`config.mk`:
```
export PLATFORM = sky130hd
export DESIGN_NAME = mem_wb_unit
export DESIGN_NICKNAME = d
export VERILOG_FILES = /design/src/common/rv32i_pkg.sv /design/src/verilog/mem_wb_unit.sv /design/src/verilog/reg_file.sv /design/src/verilog/wb_select.sv /design/src/verilog/mem_wb_reg.sv /design/src/verilog/dmem_port.sv
export SDC_FILE = /design/constraint.sdc
export NUM_CORES = 2
export LEC_CHECK = 0
export ABC_AREA = 1
export BUFFER_PORTS_ARGS = -buffer_cell sky130_fd_sc_hd__buf_2
export CAP_MARGIN = 30
export CORE_MARGIN = 4
export CORE_UTILIZATION = 35
export DETAILED_ROUTE_END_ITERATION = 7
export GPL_TIMING_DRIVEN = 1
export PLACE_DENSITY = 0.54
export SETUP_SLACK_MARGIN = 0.15
export SYNTH_ARGS = -nofsm -noshare
export SYNTH_HDL_FRONTEND = slang
export SYNTH_SLANG_ARGS = --single-unit
```
`constraint.sdc`:
```
create_clock -name clk -period 4.7 [get_ports clk]
set_input_delay 0.94 -clock clk [delete_from_list [all_inputs] [get_ports clk]]
set_output_delay 0.94 -clock clk [all_outputs]
set_load 0.01 [all_outputs]
```
`src/common/rv32i_pkg.sv`:
```
`default_nettype none

package rv32i_pkg;

    // widths fixed by the ISA
    localparam int XLEN       = 32;
    localparam int REG_ADDR_W = 5;

    typedef logic [XLEN-1:0]       word_t;     // data and addresses
    typedef logic [REG_ADDR_W-1:0] reg_idx_t;  // register index
    typedef logic [XLEN/8-1:0]     byte_mask_t; // one bit per byte lane

    // load/store size, funct3 field of the instruction
    typedef logic [2:0] funct3_t;

    localparam funct3_t F3_B  = 3'd0; // byte, sign extended
    localparam funct3_t F3_H  = 3'd1; // halfword, sign extended
    localparam funct3_t F3_W  = 3'd2; // word
    localparam funct3_t F3_BU = 3'd4; // byte, zero extended
    localparam funct3_t F3_HU = 3'd5; // halfword, zero extended

    // source of the register write value
    typedef enum logic [1:0] {
        WB_ALU = 2'b00,
        WB_MEM = 2'b01,
        WB_PC4 = 2'b10,
        WB_IMM = 2'b11
    } wb_sel_t;

    // four-phase req/ack master towards data memory
    typedef enum logic [1:0] {
        DM_IDLE    = 2'b00, // no transfer, waiting for a memory instruction
        DM_REQ     = 2'b01, // req high, waiting for ack
        DM_RELEASE = 2'b10, // req dropped, waiting for ack to fall
        DM_DONE    = 2'b11  // handshake over, stage completes this cycle
    } dmem_state_t;

endpackage : rv32i_pkg

`default_nettype wire
```
`src/verilog/mem_wb_unit.sv`:
```
`default_nettype none

module mem_wb_unit (
    input  wire logic             clk,
    input  wire logic             rst,

    // from execute
    input  wire logic             instr_valid_i,
    input  wire logic             mem_read_i,
    input  wire logic             mem_write_i,
    input  rv32i_pkg::funct3_t    funct3_i,
    input  rv32i_pkg::wb_sel_t    wb_sel_i,
    input  wire logic             reg_write_i,
    input  rv32i_pkg::reg_idx_t   rd_i,
    input  rv32i_pkg::word_t      alu_out_i,
    input  rv32i_pkg::word_t      store_data_i,
    input  rv32i_pkg::word_t      pc_plus4_i,
    input  rv32i_pkg::word_t      u_imm_i,
    input  wire logic             halt_i,

    // data memory
    output logic                  dmem_req_o,
    output logic                  dmem_we_o,
    output rv32i_pkg::word_t      dmem_addr_o,
    output rv32i_pkg::byte_mask_t dmem_mask_o,
    output rv32i_pkg::word_t      dmem_wdata_o,
    input  wire logic             dmem_ack_i,
    input  rv32i_pkg::word_t      dmem_rdata_i,

    input  rv32i_pkg::reg_idx_t   rs_addr_i,
    output rv32i_pkg::word_t      rs_data_o,

    output logic                  stall_o,
    output logic                  wb_valid_o,
    output logic                  wb_we_o,
    output rv32i_pkg::reg_idx_t   wb_rd_o,
    output rv32i_pkg::word_t      wb_data_o,
    output logic                  halt_o
);
    import rv32i_pkg::*;

    logic     stage_done;
    word_t    mem_rdata;

    // MEM/WB fields
    logic     wb_reg_write;
    wb_sel_t  wb_sel;
    funct3_t  wb_funct3;
    logic [1:0] wb_addr_lo;
    reg_idx_t wb_rd;
    word_t    wb_alu_out;
    word_t    wb_rdata;
    word_t    wb_pc_plus4;
    word_t    wb_u_imm;

    dmem_port dmem_port0 (
        .clk           (clk),
        .rst           (rst),
        .instr_valid_i (instr_valid_i),
        .mem_read_i    (mem_read_i),
        .mem_write_i   (mem_write_i),
        .funct3_i      (funct3_i),
        .addr_i        (alu_out_i),     // effective address from execute
        .store_data_i  (store_data_i),
        .dmem_ack_i    (dmem_ack_i),
        .dmem_rdata_i  (dmem_rdata_i),
        .dmem_req_o    (dmem_req_o),
        .dmem_we_o     (dmem_we_o),
        .dmem_addr_o   (dmem_addr_o),
        .dmem_mask_o   (dmem_mask_o),
        .dmem_wdata_o  (dmem_wdata_o),
        .stall_o       (stall_o),
        .stage_done_o  (stage_done),
        .rdata_o       (mem_rdata)
    );

    mem_wb_reg mem_wb_reg0 (
        .clk         (clk),
        .rst         (rst),
        .load_i      (stage_done),
        .valid_i     (instr_valid_i),
        .reg_write_i (reg_write_i),
        .wb_sel_i    (wb_sel_i),
        .funct3_i    (funct3_i),
        .addr_lo_i   (alu_out_i[1:0]),
        .rd_i        (rd_i),
        .alu_out_i   (alu_out_i),
        .rdata_i     (mem_rdata),
        .pc_plus4_i  (pc_plus4_i),
        .u_imm_i     (u_imm_i),
        .halt_i      (halt_i),
        .valid_o     (wb_valid_o),
        .reg_write_o (wb_reg_write),
        .wb_sel_o    (wb_sel),
        .funct3_o    (wb_funct3),
        .addr_lo_o   (wb_addr_lo),
        .rd_o        (wb_rd),
        .alu_out_o   (wb_alu_out),
        .rdata_o     (wb_rdata),
        .pc_plus4_o  (wb_pc_plus4),
        .u_imm_o     (wb_u_imm),
        .halt_o      (halt_o)
    );

    wb_select wb_select0 (
        .valid_i     (wb_valid_o),
        .reg_write_i (wb_reg_write),
        .wb_sel_i    (wb_sel),
        .funct3_i    (wb_funct3),
        .addr_lo_i   (wb_addr_lo),
        .rd_i        (wb_rd),
        .alu_out_i   (wb_alu_out),
        .rdata_i     (wb_rdata),
        .pc_plus4_i  (wb_pc_plus4),
        .u_imm_i     (wb_u_imm),
        .we_o        (wb_we_o),
        .rd_o        (wb_rd_o),
        .data_o      (wb_data_o)
    );

    reg_file reg_file0 (
        .clk     (clk),
        .rst     (rst),
        .we_i    (wb_we_o),
        .waddr_i (wb_rd_o),
        .wdata_i (wb_data_o),
        .raddr_i (rs_addr_i),
        .rdata_o (rs_data_o)
    );

endmodule : mem_wb_unit

`default_nettype wire

```
`src/verilog/reg_file.sv`:
```
`default_nettype none

module reg_file (
    input  wire logic            clk,
    input  wire logic            rst,

    input  wire logic            we_i,
    input  rv32i_pkg::reg_idx_t  waddr_i,
    input  rv32i_pkg::word_t     wdata_i,

    input  rv32i_pkg::reg_idx_t  raddr_i,
    output rv32i_pkg::word_t     rdata_o
);
    import rv32i_pkg::*;

    word_t regs [31:1]; // x0 has no storage

    always_ff @(posedge clk) begin
        if (rst) begin
            for (int i = 1; i < 32; i++) begin
                regs[i] <= '0;
            end
        end else if (we_i && waddr_i != '0) begin
            regs[waddr_i] <= wdata_i;
        end
    end

    // no write bypass, new value shows the cycle after the write
    assign rdata_o = (raddr_i == '0) ? '0 : regs[raddr_i];

endmodule : reg_file

`default_nettype wire

```
`src/verilog/wb_select.sv`:
```
`default_nettype none

module wb_select (
    input  wire logic            valid_i,
    input  wire logic            reg_write_i,
    input  rv32i_pkg::wb_sel_t   wb_sel_i,
    input  rv32i_pkg::funct3_t   funct3_i,
    input  wire logic [1:0]      addr_lo_i,
    input  rv32i_pkg::reg_idx_t  rd_i,
    input  rv32i_pkg::word_t     alu_out_i,
    input  rv32i_pkg::word_t     rdata_i,
    input  rv32i_pkg::word_t     pc_plus4_i,
    input  rv32i_pkg::word_t     u_imm_i,

    output logic                 we_o,
    output rv32i_pkg::reg_idx_t  rd_o,
    output rv32i_pkg::word_t     data_o
);
    import rv32i_pkg::*;

    word_t lane;      // addressed byte or half moved down to bit 0
    word_t load_val;

    assign lane = rdata_i >> {addr_lo_i, 3'b000};

    always_comb begin
        case (funct3_i)
            F3_B:    load_val = {{24{lane[7]}}, lane[7:0]};
            F3_H:    load_val = {{16{lane[15]}}, lane[15:0]};
            F3_BU:   load_val = {24'h0, lane[7:0]};
            F3_HU:   load_val = {16'h0, lane[15:0]};
            default: load_val = rdata_i; // full word, already aligned
        endcase
    end

    always_comb begin
        case (wb_sel_i)
            WB_MEM:  data_o = load_val;
            WB_PC4:  data_o = pc_plus4_i; // jal / jalr link
            WB_IMM:  data_o = u_imm_i;    // lui
            default: data_o = alu_out_i;
        endcase
    end

    // x0 is never written
    assign we_o = valid_i & reg_write_i & (rd_i != '0);
    assign rd_o = rd_i;

endmodule : wb_select

`default_nettype wire

```
`src/verilog/mem_wb_reg.sv`:
```
`default_nettype none

module mem_wb_reg (
    input  wire logic            clk,
    input  wire logic            rst,
    input  wire logic            load_i,

    input  wire logic            valid_i,
    input  wire logic            reg_write_i,
    input  rv32i_pkg::wb_sel_t   wb_sel_i,
    input  rv32i_pkg::funct3_t   funct3_i,
    input  wire logic [1:0]      addr_lo_i,
    input  rv32i_pkg::reg_idx_t  rd_i,
    input  rv32i_pkg::word_t     alu_out_i,
    input  rv32i_pkg::word_t     rdata_i,
    input  rv32i_pkg::word_t     pc_plus4_i,
    input  rv32i_pkg::word_t     u_imm_i,
    input  wire logic            halt_i,

    output logic                 valid_o,
    output logic                 reg_write_o,
    output rv32i_pkg::wb_sel_t   wb_sel_o,
    output rv32i_pkg::funct3_t   funct3_o,
    output logic [1:0]           addr_lo_o,
    output rv32i_pkg::reg_idx_t  rd_o,
    output rv32i_pkg::word_t     alu_out_o,
    output rv32i_pkg::word_t     rdata_o,
    output rv32i_pkg::word_t     pc_plus4_o,
    output rv32i_pkg::word_t     u_imm_o,
    output logic                 halt_o
);
    import rv32i_pkg::*;

    always_ff @(posedge clk) begin
        if (rst) begin
            valid_o     <= 1'b0;
            reg_write_o <= 1'b0;
            wb_sel_o    <= WB_ALU;
            funct3_o    <= '0;
            addr_lo_o   <= '0;
            rd_o        <= '0;
            alu_out_o   <= '0;
            rdata_o     <= '0;
            pc_plus4_o  <= '0;
            u_imm_o     <= '0;
            halt_o      <= 1'b0;
        end else if (load_i) begin
            valid_o     <= valid_i;
            reg_write_o <= reg_write_i;
            wb_sel_o    <= wb_sel_i;
            funct3_o    <= funct3_i;
            addr_lo_o   <= addr_lo_i;
            rd_o        <= rd_i;
            alu_out_o   <= alu_out_i;
            rdata_o     <= rdata_i;
            pc_plus4_o  <= pc_plus4_i;
            u_imm_o     <= u_imm_i;
            halt_o      <= halt_i;
        end else begin
            // memory stage still busy, insert a bubble
            valid_o <= 1'b0;
            halt_o  <= 1'b0; // halt only leaves together with its instruction
        end
    end

endmodule : mem_wb_reg

`default_nettype wire

```
`src/verilog/dmem_port.sv`:
```
`default_nettype none

module dmem_port (
    input  wire logic                clk,
    input  wire logic                rst,

    input  wire logic                instr_valid_i,
    input  wire logic                mem_read_i,
    input  wire logic                mem_write_i,
    input  rv32i_pkg::funct3_t       funct3_i,
    input  rv32i_pkg::word_t         addr_i,
    input  rv32i_pkg::word_t         store_data_i,

    input  wire logic                dmem_ack_i,
    input  rv32i_pkg::word_t         dmem_rdata_i,

    output logic                     dmem_req_o,
    output logic                     dmem_we_o,
    output rv32i_pkg::word_t         dmem_addr_o,
    output rv32i_pkg::byte_mask_t    dmem_mask_o,
    output rv32i_pkg::word_t         dmem_wdata_o,

    output logic                     stall_o,
    output logic                     stage_done_o,
    output rv32i_pkg::word_t         rdata_o
);
    import rv32i_pkg::*;

    dmem_state_t state_q, state_d;
    word_t       rdata_q;    // raw word as returned by memory
    logic        is_mem;
    logic [4:0]  shamt;      // lane offset in bits

    assign is_mem = instr_valid_i & (mem_read_i | mem_write_i);
    assign shamt  = {addr_i[1:0], 3'b000};

    always_comb begin
        state_d = state_q;
        case (state_q)
            DM_IDLE:    if (is_mem) state_d = DM_REQ;
            DM_REQ:     if (dmem_ack_i) state_d = DM_RELEASE;
            DM_RELEASE: if (!dmem_ack_i) state_d = DM_DONE;
            default:    state_d = DM_IDLE; // DM_DONE lasts one cycle
        endcase
    end

    always_ff @(posedge clk) begin
        if (rst) begin
            state_q <= DM_IDLE;
        end else begin
            state_q <= state_d;
        end
    end

    // read data is only valid while ack is high
    always_ff @(posedge clk) begin
        if (state_q == DM_REQ && dmem_ack_i) begin
            rdata_q <= dmem_rdata_i;
        end
    end

    // lane mask and lane-shifted store data
    always_comb begin
        case (funct3_i)
            F3_B, F3_BU: begin
                dmem_mask_o  = byte_mask_t'(4'b0001 << addr_i[1:0]);
                dmem_wdata_o = {24'h0, store_data_i[7:0]} << shamt;
            end
            F3_H, F3_HU: begin
                dmem_mask_o  = byte_mask_t'(4'b0011 << {addr_i[1], 1'b0});
                dmem_wdata_o = {16'h0, store_data_i[15:0]} << {addr_i[1], 4'b0000};
            end
            default: begin
                dmem_mask_o  = 4'b1111;
                dmem_wdata_o = store_data_i;
            end
        endcase
    end

    assign dmem_req_o  = (state_q == DM_REQ);
    assign dmem_we_o   = mem_write_i;
    assign dmem_addr_o = {addr_i[XLEN-1:2], 2'b00}; // word aligned

    // stall from first sight of a memory op until DONE
    assign stall_o = (state_q == DM_IDLE) ? is_mem : (state_q != DM_DONE);

    // non-memory ops finish in the cycle they are presented
    assign stage_done_o = (state_q == DM_DONE) |
                          ((state_q == DM_IDLE) & instr_valid_i & ~is_mem);

    assign rdata_o = rdata_q;

endmodule : dmem_port

`default_nettype wire

```
==> results.sh <==
export IMPL_drtAntennaViolNets=0
export IMPL_hold_violations=0
export IMPL_cts_sinks=1199
export IMPL_routed_via_count=42770
export IMPL_path_class="register to output pin"
export IMPL_post_synth_main_area_contributors="edfxtp_1 59%, nor2_1 9.4%, nand2_1 7.8%"
export IMPL_synthArstFlopShare_pct=0
export IMPL_irDropWorstVdd_mv=0.4708
export IMPL_nets=6072
export IMPL_die_area_um2=160700
export IMPL_dr_pass1_iters=6
export IMPL_grt_max_degree=126
export IMPL_globalRouteOverflowTotal=0
export IMPL_dp_cells=7774
export IMPL_cts_htree_levels=4
export IMPL_ys_ff_latch=1199
export IMPL_synth_cell_types=31
export IMPL_cts_buffer_depth=3
export IMPL_cp_max_fo=20
export IMPL_avgSynthCellArea_um2=9.437
export IMPL_rsz0062_at_grt="false"
export IMPL_grt_total_usage_pct=23.37
export IMPL_fill_cells=15050
export IMPL_wl_mm=194.2
export IMPL_synthCells=5724
export IMPL_synth_flop_cell="edfxtp_1"
export IMPL_die_h_um=400.9
export IMPL_dr_first_iter_drc_count=4859
export IMPL_viasPerCell=5.333
export IMPL_antenna_found_initial=8
export IMPL_crit_path_end_kind="output pin"
export IMPL_synthTopCellsByCount="1,355 x nor2_1, 1,116 x nand2_1, 1,056 x edfxtp_1"
export IMPL_path_clk_slew_ns=0.06
export IMPL_area_delta_synth_final_pct=14.92
export IMPL_place_area_um2=57910
export IMPL_yosys_warnings=0
export IMPL_leakagePower_nw=23.20
export IMPL_synth_yosys_seq_area_share_pct=64.00
export IMPL_finClkSkew_ns=0.03377
export IMPL_setup_viol=0
export IMPL_grt_pass1_wl_mm=281.4
export IMPL_synth_edf_count=1056
export IMPL_instances_no_fill=8021
export IMPL_die_x_um=400.9
export IMPL_postCtsHoldBufs=0
export IMPL_synth_top_area_share_pct=58.70
export IMPL_fin_tns_setup_ns=0
export IMPL_start_util_pct=35.39
export IMPL_num_rows=143
export IMPL_drive_above_1_share_pct=12.35
export IMPL_status="finished clean"
export IMPL_final_util_pct=40.67
export IMPL_cts_buffers=135
export IMPL_max_freq_ghz=0.2306
export IMPL_power_total_w=0.02985
export IMPL_synth_top_cell_by_area="edfxtp_1"
export IMPL_design_area_um2=62080
export IMPL_post_synth_top_count_cell="nor2_1"
export IMPL_slew_headroom_pct=30.50
export IMPL_grt_pass1_vias=40940
export IMPL_root_buffer="clkbuf_16"
export IMPL_fin_crit_sh_pct=92.26
export IMPL_cap_violations=0
export IMPL_cts_tree="built"
export IMPL_numPortBuffers=323
export IMPL_clk_latency_ns=0.77
export IMPL_dp_hpwl_mm=119.6
export IMPL_powerDensity_nw_per_um2=480.9
export IMPL_detail_route_wl_per_cell_um=24.21
export IMPL_hp_class="input port to register"
export IMPL_pin_count=326
export IMPL_tightest_slew_ns=1.035
export IMPL_timing_critical_path_arrival_ns=3.40
export IMPL_drc=0
export IMPL_cp_required_ns=3.76
export IMPL_finalMaxSlewViolations=0
export IMPL_critPathLaunchType="register"
export IMPL_fin_crit_ns=4.336
export IMPL_netlist_area_um2=54020
export IMPL_gp_congestion=0.8852
export IMPL_core_area_um2=152600
[critical path, cell delays in order, from the launching register on]
cell and delay (ns):
dfxtp_1 0.56, nand2_1 0.60, o22ai_1 0.45, nor2_1 0.09, nand2_1 0.13, o21ai_4 0.07
inv_1 0.48, buf_2 0.24
[through the flow]
| step | setup slack (ns) | hold slack [ns] |
|---|---|---|
| 2_1_floorplan | 1.506 | 0.4297 |
| 5_1_grt | 0.1630 | 0.3119 |
| 6_report | 0.3637 | 0.3497 |
| 3_5_place_dp | 0.4072 | 0.4440 |
| 3_3_place_gp | 0.4067 | 0.4390 |
| 4_1_cts | 0.1949 | 0.2997 |
[cell families after synthesis]
logic type	count (synthesis)	share of synthesized area (%)
buffers and inverters	702	5.693
DFF	1199	64.00
and+or+nand+nor	3143	23.47
other	1	0.006942
AOI/OAI and AO/OA	674	6.717
adders and majority gates	5	0.1158
[layout by cell type (no fill, tap or decap), types with 7 or more instances in the layout]
master | Yosys | final
a21oi_1 | 194 | 194
a22oi_1 | 8 | 8
buf_12 | 0 | 33
buf_2 | 238 | 319
buf_4 | 38 | 156
clkbuf_1 | 206 | 43
clkbuf_16 | 0 | 140
clkinv_1 | 2 | 29
clkinv_2 | 0 | 11
conb_1 | 1 | 34
dfxtp_1 | 143 | 143
edfxtp_1 | 1056 | 1056
inv_1 | 166 | 161
inv_2 | 13 | 12
inv_6 | 0 | 7
nand2_1 | 1116 | 1099
nand2_2 | 0 | 17
nand3_1 | 648 | 646
nor2_1 | 1355 | 1349
nor2_4 | 1 | 7
nor3_1 | 12 | 12
o211ai_1 | 31 | 31
o21a_1 | 29 | 29
o21ai_0 | 344 | 342
o21ai_4 | 0 | 7
o22ai_1 | 59 | 59
[flip-flops by register name (all words and copies together) (netlist names)]
register	count
dmem_port0.rdata_o	32
mem_wb_reg0.wb_sel_o	2
mem_wb_reg0.valid_o	1
mem_wb_reg0.pc_plus4_o	32
dmem_port0.state_q	2
mem_wb_reg0.halt_o	1
mem_wb_reg0.funct3_o	3
mem_wb_reg0.rd_o	5
mem_wb_reg0.u_imm_o	32
mem_wb_reg0.rdata_o	32
reg_file0.regs	1024
mem_wb_reg0.alu_out_o	32
mem_wb_reg0.reg_write_o	1
[report_power, final]
part           switching (W)  leakage (nW)  internal, W
Combinational        0.00549          9.16      0.00143
Clock                0.00437          2.00      0.00575
Sequential          0.000402          12.0       0.0124
Total                 0.0103          23.2       0.0196
[final cells by class]
cell class	instances	area, um^2	area share, %
timing repair buffer	510	3458	5.571
inverter	181	710.7	1.145
timing repair inverter	1	5.005	0.008062
sequential	1199	34570	55.69
multi-input combinational	3856	16660	26.84
antenna	5	12.51	0.02016
tap	2030	2540	4.092
clock buffer	187	3720	5.992
clock inverter	52	396.6	0.6389
[path summary, 6_finish.rpt]
check / startpoint / endpoint / slack, ns / depth (start not counted)
max: mem_wb_reg0.wb_sel_o[1]$_SDFFE_PP0N_ / wb_data_o[8] / 0.36 / 7
min: dmem_rdata_i[0] / dmem_port0.rdata_o[0]$_DFFE_PP_ / 0.35 / 1
max reg2reg: mem_wb_reg0.rd_o[1]$_SDFFE_PP0N_ / reg_file0.regs[18][18]$_SDFFCE_PN0P_ / 1.22 / 9
min reg2reg: mem_wb_reg0.u_imm_o[24]$_SDFFE_PP0N_ / mem_wb_reg0.u_imm_o[24]$_SDFFE_PP0N_ / 0.45 / 2
[layer usage]
metal	track usage [%]	part of all wire, %
met1	32.24	42
met2	36.60	46
met3	5.149	9.2
met4	7.747	3.3
met5	0	0.014
[what timing repair did]
item	in CTS	in global routing
cloned	1	0
setup endpoints to repair	6	7
resized for setup	2	3
buffers inserted	0	2
Power figures use the tool's default switching activity.
